### src/rtl/camera_pkg.sv
`default_nettype none

// Shared widths and knee curve constants of the raw camera front end.
package camera_pkg;

    // datapath widths.
    localparam int raw_width   = 10; // bits of one sensor pixel.
    localparam int coord_width = 10; // column and row counters, up to 1024 x 1024.
    localparam int out_width   = 8;  // bits of one compressed pixel.
    localparam int count_width = 21; // holds 1024 * 1024 pixels.
    localparam int sum_width   = 29; // holds 1024 * 1024 * 255.

    // knee points on the input axis.
    localparam logic [raw_width-1:0] knee_low  = raw_width'(64);  // identity below this.
    localparam logic [raw_width-1:0] knee_high = raw_width'(256); // third segment from here.

    // curve output at each knee point.
    localparam logic [out_width-1:0] knee_low_out  = out_width'(64);  // output at knee_low.
    localparam logic [out_width-1:0] knee_high_out = out_width'(160); // output at knee_high.

    // The segments are
    //   in <  knee_low            : out = in
    //   knee_low <= in < knee_high : out = knee_low_out  + (in - knee_low)  / 2
    //   in >= knee_high           : out = knee_high_out + (in - knee_high) / 8
    // so 1023 lands exactly on 255.

endpackage

`default_nettype wire
### src/rtl/camera_stream_top.sv
`timescale 1ns/1ps
`default_nettype none

// Sensor stream front end: crop window, knee compression, frame statistics.
module camera_stream_top (
    input  logic                               clock_in,
    input  logic                               rst_n,
    input  logic [camera_pkg::raw_width-1:0]   raw_pixel,
    input  logic                               raw_line_valid,
    input  logic                               raw_frame_valid,
    input  logic [camera_pkg::coord_width-1:0] x_start,
    input  logic [camera_pkg::coord_width-1:0] x_end,
    input  logic [camera_pkg::coord_width-1:0] y_start,
    input  logic [camera_pkg::coord_width-1:0] y_end,
    output logic [camera_pkg::out_width-1:0]   pixel,
    output logic                               line_valid,
    output logic                               frame_valid,
    output logic                               stats_valid,
    output logic [camera_pkg::count_width-1:0] pixel_count,
    output logic [camera_pkg::sum_width-1:0]   pixel_sum,
    output logic [camera_pkg::out_width-1:0]   pixel_max
);

    logic [camera_pkg::raw_width-1:0] crop_pixel;       // windowed raw pixel.
    logic                             crop_line_valid;  // windowed line level.
    logic                             crop_frame_valid; // frame level, one clock late.

    // first stage, one clock.
    crop crop_i (
        .clock_in         (clock_in),
        .rst_n            (rst_n),
        .raw_pixel        (raw_pixel),
        .raw_line_valid   (raw_line_valid),
        .raw_frame_valid  (raw_frame_valid),
        .x_start          (x_start),
        .x_end            (x_end),
        .y_start          (y_start),
        .y_end            (y_end),
        .crop_pixel       (crop_pixel),
        .crop_line_valid  (crop_line_valid),
        .crop_frame_valid (crop_frame_valid)
    );

    // second stage, one clock, drives the outputs.
    knee_compress knee_compress_i (
        .clock_in         (clock_in),
        .rst_n            (rst_n),
        .crop_pixel       (crop_pixel),
        .crop_line_valid  (crop_line_valid),
        .crop_frame_valid (crop_frame_valid),
        .pixel            (pixel),
        .line_valid       (line_valid),
        .frame_valid      (frame_valid)
    );

    // statistics see exactly what leaves the block.
    frame_statistics frame_statistics_i (
        .clock_in    (clock_in),
        .rst_n       (rst_n),
        .pixel       (pixel),
        .line_valid  (line_valid),
        .frame_valid (frame_valid),
        .stats_valid (stats_valid),
        .pixel_count (pixel_count),
        .pixel_sum   (pixel_sum),
        .pixel_max   (pixel_max)
    );

endmodule

`default_nettype wire

### src/rtl/frame_statistics.sv
`timescale 1ns/1ps
`default_nettype none

// Per-frame pixel count, sum and maximum of the compressed stream.
module frame_statistics (
    input  logic                               clock_in,
    input  logic                               rst_n,
    input  logic [camera_pkg::out_width-1:0]   pixel,
    input  logic                               line_valid,
    input  logic                               frame_valid,
    output logic                               stats_valid,
    output logic [camera_pkg::count_width-1:0] pixel_count,
    output logic [camera_pkg::sum_width-1:0]   pixel_sum,
    output logic [camera_pkg::out_width-1:0]   pixel_max
);

    logic [camera_pkg::count_width-1:0] run_count; // pixels so far in this frame.
    logic [camera_pkg::sum_width-1:0]   run_sum;   // sum so far in this frame.
    logic [camera_pkg::out_width-1:0]   run_max;   // largest pixel so far.
    logic [camera_pkg::sum_width-1:0]   pixel_wide; // pixel zero-extended for the sum.
    logic                               frame_valid_q; // frame_valid one clock ago.
    logic                               frame_end;     // first low cycle after a frame.
    logic                               new_max;       // current pixel beats run_max.

    assign pixel_wide = {{(camera_pkg::sum_width - camera_pkg::out_width){1'b0}}, pixel};
    assign frame_end  = frame_valid_q && !frame_valid;
    assign new_max    = pixel > run_max;

    // running accumulators.
    always_ff @(posedge clock_in) begin
        if (!rst_n) begin
            run_count <= '0;
            run_sum   <= '0;
            run_max   <= '0;
        end else if (!frame_valid) begin
            // held at zero in the gap so a new frame starts clean.
            run_count <= '0;
            run_sum   <= '0;
            run_max   <= '0;
        end else if (line_valid) begin
            run_count <= run_count + camera_pkg::count_width'(1); // one more pixel.
            run_sum   <= run_sum + pixel_wide;
            if (new_max) begin
                run_max <= pixel;
            end
        end
    end

    // frame end detection and result capture.
    always_ff @(posedge clock_in) begin
        if (!rst_n) begin
            frame_valid_q <= 1'b0;
            stats_valid   <= 1'b0;
            pixel_count   <= '0;
            pixel_sum     <= '0;
            pixel_max     <= '0;
        end else begin
            frame_valid_q <= frame_valid;
            stats_valid   <= frame_end; // single clock pulse.

            // accumulators still hold the whole frame in the first low cycle.
            if (frame_end) begin
                pixel_count <= run_count;
                pixel_sum   <= run_sum;
                pixel_max   <= run_max;
            end
        end
    end

endmodule

`default_nettype wire

### src/rtl/knee_compress.sv
`timescale 1ns/1ps
`default_nettype none

// Compresses 10-bit pixels to 8 bits with a fixed three-segment knee curve.
module knee_compress (
    input  logic                             clock_in,
    input  logic                             rst_n,
    input  logic [camera_pkg::raw_width-1:0] crop_pixel,
    input  logic                             crop_line_valid,
    input  logic                             crop_frame_valid,
    output logic [camera_pkg::out_width-1:0] pixel,
    output logic                             line_valid,
    output logic                             frame_valid
);

    logic [camera_pkg::raw_width-1:0] excess_low;    // input above knee_low.
    logic [camera_pkg::raw_width-1:0] excess_high;   // input above knee_high.
    logic [camera_pkg::raw_width-1:0] half_excess;   // mid segment slope of 1/2.
    logic [camera_pkg::raw_width-1:0] eighth_excess; // top segment slope of 1/8.
    logic [camera_pkg::out_width-1:0] low_segment;   // identity part.
    logic [camera_pkg::out_width-1:0] mid_segment;   // between the knees.
    logic [camera_pkg::out_width-1:0] top_segment;   // above the upper knee.
    logic [camera_pkg::out_width-1:0] curve_value;   // selected segment.
    logic                             below_low;     // input under knee_low.
    logic                             below_high;    // input under knee_high.

    // segment select.
    assign below_low  = crop_pixel < camera_pkg::knee_low;
    assign below_high = crop_pixel < camera_pkg::knee_high;

    // offsets only matter on the segment that uses them, wrap elsewhere is harmless.
    assign excess_low  = crop_pixel - camera_pkg::knee_low;
    assign excess_high = crop_pixel - camera_pkg::knee_high;

    assign half_excess   = excess_low >> 1;  // at most 95 between the knees.
    assign eighth_excess = excess_high >> 3; // at most 95 up to 1023.

    assign low_segment = crop_pixel[camera_pkg::out_width-1:0]; // fits, input below 64.
    assign mid_segment = camera_pkg::knee_low_out + half_excess[camera_pkg::out_width-1:0];
    assign top_segment = camera_pkg::knee_high_out
                       + eighth_excess[camera_pkg::out_width-1:0]; // tops out at 255.

    always_comb begin
        if (below_low) begin
            curve_value = low_segment;
        end else if (below_high) begin
            curve_value = mid_segment;
        end else begin
            curve_value = top_segment;
        end
    end

    always_ff @(posedge clock_in) begin
        if (!rst_n) begin
            pixel       <= '0;
            line_valid  <= 1'b0;
            frame_valid <= 1'b0;
        end else begin
            if (crop_line_valid) begin
                pixel <= curve_value; // compressed pixel.
            end else begin
                pixel <= '0; // blanking reads as zero.
            end
            line_valid  <= crop_line_valid;  // same one clock delay as the pixel.
            frame_valid <= crop_frame_valid;
        end
    end

endmodule

`default_nettype wire

### src/rtl/crop.sv
`timescale 1ns/1ps
`default_nettype none

// Keeps only the pixels of a frame that fall inside a rectangular window.
module crop (
    input  logic                               clock_in,
    input  logic                               rst_n,
    input  logic [camera_pkg::raw_width-1:0]   raw_pixel,
    input  logic                               raw_line_valid,
    input  logic                               raw_frame_valid,
    input  logic [camera_pkg::coord_width-1:0] x_start,
    input  logic [camera_pkg::coord_width-1:0] x_end,
    input  logic [camera_pkg::coord_width-1:0] y_start,
    input  logic [camera_pkg::coord_width-1:0] y_end,
    output logic [camera_pkg::raw_width-1:0]   crop_pixel,
    output logic                               crop_line_valid,
    output logic                               crop_frame_valid
);

    logic [camera_pkg::coord_width-1:0] x_count;  // pixels seen so far in this line.
    logic [camera_pkg::coord_width-1:0] y_count;  // lines completed in this frame.
    logic                               line_valid_q; // line_valid one clock ago.
    logic                               line_end;     // falling edge of line_valid.
    logic                               x_inside;     // column lies in the window.
    logic                               y_inside;     // row lies in the window.
    logic                               keep;         // current pixel is kept.

    assign line_end = line_valid_q && !raw_line_valid; // last pixel went by last clock.

    // a start that is not below its end can never satisfy both compares.
    assign x_inside = (x_count >= x_start) && (x_count < x_end);
    assign y_inside = (y_count >= y_start) && (y_count < y_end);
    assign keep     = raw_line_valid && x_inside && y_inside;

    always_ff @(posedge clock_in) begin
        if (!rst_n || !raw_frame_valid) begin
            // the frame gap behaves like reset.
            x_count          <= '0;
            y_count          <= '0;
            line_valid_q     <= 1'b0;
            crop_pixel       <= '0;
            crop_line_valid  <= 1'b0;
            crop_frame_valid <= 1'b0;
        end else begin
            line_valid_q <= raw_line_valid; // remembered for line end detection.

            if (raw_line_valid) begin
                x_count <= x_count + camera_pkg::coord_width'(1); // next column.
            end else begin
                x_count <= '0; // horizontal blanking restarts the column.
            end

            if (line_end) begin
                y_count <= y_count + camera_pkg::coord_width'(1); // one more line done.
            end

            if (keep) begin
                crop_pixel      <= raw_pixel; // pass the pixel through.
                crop_line_valid <= 1'b1;
            end else begin
                crop_pixel      <= '0; // dropped pixels read as zero.
                crop_line_valid <= 1'b0;
            end

            crop_frame_valid <= raw_frame_valid; // frame level tracks the pixel delay.
        end
    end

endmodule

`default_nettype wire

### config.mk
export PLATFORM = sky130hd
export DESIGN_NAME = camera_stream_top
export DESIGN_NICKNAME = d
export VERILOG_FILES = /design/src/rtl/camera_pkg.sv /design/src/rtl/camera_stream_top.sv /design/src/rtl/frame_statistics.sv /design/src/rtl/knee_compress.sv /design/src/rtl/crop.sv
export SDC_FILE = /design/constraint.sdc
export NUM_CORES = 1
export LEC_CHECK = 0
export ABC_AREA = 1
export ABC_CLOCK_PERIOD_IN_PS = 3790
export BUFFER_PORTS_ARGS = -buffer_cell sky130_fd_sc_hd__buf_2
export CORE_AREA = 4 4 122 124
export CTS_CLUSTER_DIAMETER = 40
export DETAILED_ROUTE_END_ITERATION = 10
export DIE_AREA = 0 0 126 128
export PLACE_DENSITY = 0.9
export SYNTH_ARGS = -nofsm -noshare
export SYNTH_HDL_FRONTEND = slang
export SYNTH_SLANG_ARGS = --single-unit
### constraint.sdc
create_clock -name clock_in -period 3.79 [get_ports clock_in]
set_input_delay 0.5685 -clock clock_in [delete_from_list [all_inputs] [get_ports clock_in]]
set_output_delay 0.5685 -clock clock_in [all_outputs]
set_load 0.01 [all_outputs]
==> impl_metrics.toml <==
[status]
status = "completed"

[synthesis]
yosysTopAreaCell = "dfxtp_1"
synthCells = 1145
synth_common_cells = "nand2_1, inv_1, dfxtp_1"
synth_edf_count = 0
async_flop_share_pct = 0
synth_area_leaders = "dfxtp_1, nand2_1, ha_1"
yosysTopAreaCellShare_pct = 39.58
synth_most_common_cell = "nand2_1"
synth_simple_gate_area_share_pct = 25.09
ys_warn_count = 0
syn_area_mm2 = 0.008143
synth_fa_ha_area_share_pct = 9.465
synthDistinctLibCells = 41
synth_mux_area_share_pct = 0
synth_nets = 1260
synth_compound_area_share_pct = 14.54
ys_ff_latch = 161
synthFlopType = "dfxtp_1"
synth_xor_area_share_pct = 0.7529
synth.avg_cell_area_um2 = 7.112
synth_top_family_by_area = "simple AND/OR/NAND/NOR gates"
ys_seq_area_share_pct = 39.58

[power_and_ir_drop]
leakage_nw = 4.466
ir_drop_uv = 325.5
power_density_mw_per_mm2 = 372.1

[timing]
setup_tns_ps = 0
finalSetupViolations = 0
maxSlewHeadroom_pct = 34.99
drv_slew = 0
skew_ps = 9.567
period_share_pct = 53.89
min_period_ps = 2043
tightestPinTransition_ps = 974.1
fmax_mhz = 489.6
rsz0062_at_grt = "false"
hold_viol_final = 0

[clock_tree]
cts_hold_buf = 0
h-tree-depth = 4
ctsResizeCount = 0
cts_setup_buffers = 0
cts-buffers-inserted = 17
cts.sinks = 161
insertion_delay_ps = 420
clkTransAtPathRegs_ps = 60
ctsLongestPathBuffers = 2
root_buffer = "clkbuf_16"
cts_tree = "built"

[global_route]
grt_usage_pct = 24.20
grtUsageMet1_pct = 28.73
grt_overflow_total = 0
grt_max_degree = 106
grt_use_met2_pct = 42.85
grt_pass1_vias = 7387
grtUsageMet3_pct = 4.875
antenna_found_initial = 1
grt_pass1_wl_um = 32840
grt-busiest-layer = "met2"

[setup_path]
arrival_ps = 2380
start_kind = "primary input"
end_kind = "flip-flop"
cp_max_fo = 30
crit_type = "in2reg"
critPathRequiredTime_ps = 4130
reg2reg_slack_ps = 1770

[finish]
fin_util_pct = 68.52
n_antenna_cell = 0
drive_above_1_share_pct = 15.17
final_area_mm2 = 0.009438
fin_nets = 1374
syn2layout_area_growth_pct = 15.90
instances_no_fill = 1452

[routing]
dr.pass1.iters = 5
num_vias = 7616
drc = 0
wl_um = 19130
wl_per_cell_um = 13.18
antenna_left = 0
drt_iter0_drc = 631
vias_per_cell = 5.245

[place]
place_inst = 1420
gp_congestion = 0.9058
io_buffers = 122
dpl_cell_area_mm2 = 0.008876
place_hpwl_um = 13870

[die]
num_io_pins = 123
die_h_um = 128
die_area_mm2 = 0.01613
die_w_um = 126
core.rowCount = 43
coreArea_mm2 = 0.01377
start_util_pct = 59.12

[worst_hold_path]
worstHoldPathType = "in2reg"

[run]
max-cap-violations = 0
registers in the layout (all words and copies together), names as in the netlist, 10 cells and up:
register                        flops
crop_i.y_count                     10
crop_i.x_count                     10
frame_statistics_i.run_sum         29
frame_statistics_i.pixel_sum       29
frame_statistics_i.pixel_count     21
frame_statistics_i.run_count       21
crop_i.crop_pixel                  10
critical path, stage by stage:
cell and delay (ps):
buf_2 390, nand2_1 130, inv_1 730, o21ai_0 300
a21oi_1 230
through the flow:
stage / worst slack [ps] / total power, mW / hold slack (ps)
5_1_grt: 1603 / 3.619 / 380.4
3_5_place_dp: 1522 / 1.925 / 404.6
4_1_cts: 1789 / 3.522 / 363.7
6_report: 1747 / 3.512 / 369.4
3_3_place_gp: 1604 / 1.919 / 396.9
2_1_floorplan: 2064 / 1.856 / 390.5
layer usage:
metal | share of wire [%] | up-vias
li1 | - | 3914
met1 | 44 | 3406
met2 | 48 | 241
met3 | 5.8 | 53
met4 | 2.4 | 2
met5 | 0.063 | -
cells in the final DEF, fill, tap and decap left out, drive strengths merged:
cell type    n
nand2      209
inv        192
dfxtp      161
nor2       148
buf        126
a21oi      114
o21ai       94
ha          60
nand3       59
nor3        22
clkbuf      19
nand4       18
clkinv       8
o221ai       6
nand3b       6
xor2         5
a21o         4
clkinvlp     4
a31oi        3
or2          3
o21bai       2
o21a         2
xnor2        2
o211ai       1
nor4         1
nor3b        1
fa           1
bufinv       1
cell type report:
cell class                 instances  area, um2
clock buffer                      19      432.9
clock inverter                    13      128.9
fill                            1122       4335
inverter                         192      720.7
multi-input combinational        761       4066
sequential                       161       3223
tap                              180      225.2
timing repair buffer             126      640.6
cell families after synthesis:
group	count (synthesis)
AO/OA/AOI/OAI	226
adder cells (fa/ha/maj)	61
AND/OR/NAND/NOR	467
XOR/XNOR	7
buffers and inverters	223
flip-flops	161
where the power goes:
group	switching [mW]	leakage [nW]	internal (mW)
registers	0.0119	1.30	1.71
clock network	0.708	0.263	0.916
logic	0.0959	2.90	0.0652
total	0.816	4.47	2.70
path summary, 6_finish.rpt:
kind / from / to / cells after the start
max: rst_n / frame_statistics_i.run_count[1] / 5
min: raw_pixel[9] / crop_i.crop_pixel[9] / 3
min reg2reg: crop_i.crop_frame_valid / knee_compress_i.frame_valid / 2
max reg2reg: knee_compress_i.pixel[0] / frame_statistics_i.run_sum[8] / 9
Note: power is estimated with default switching activity, not from simulation.
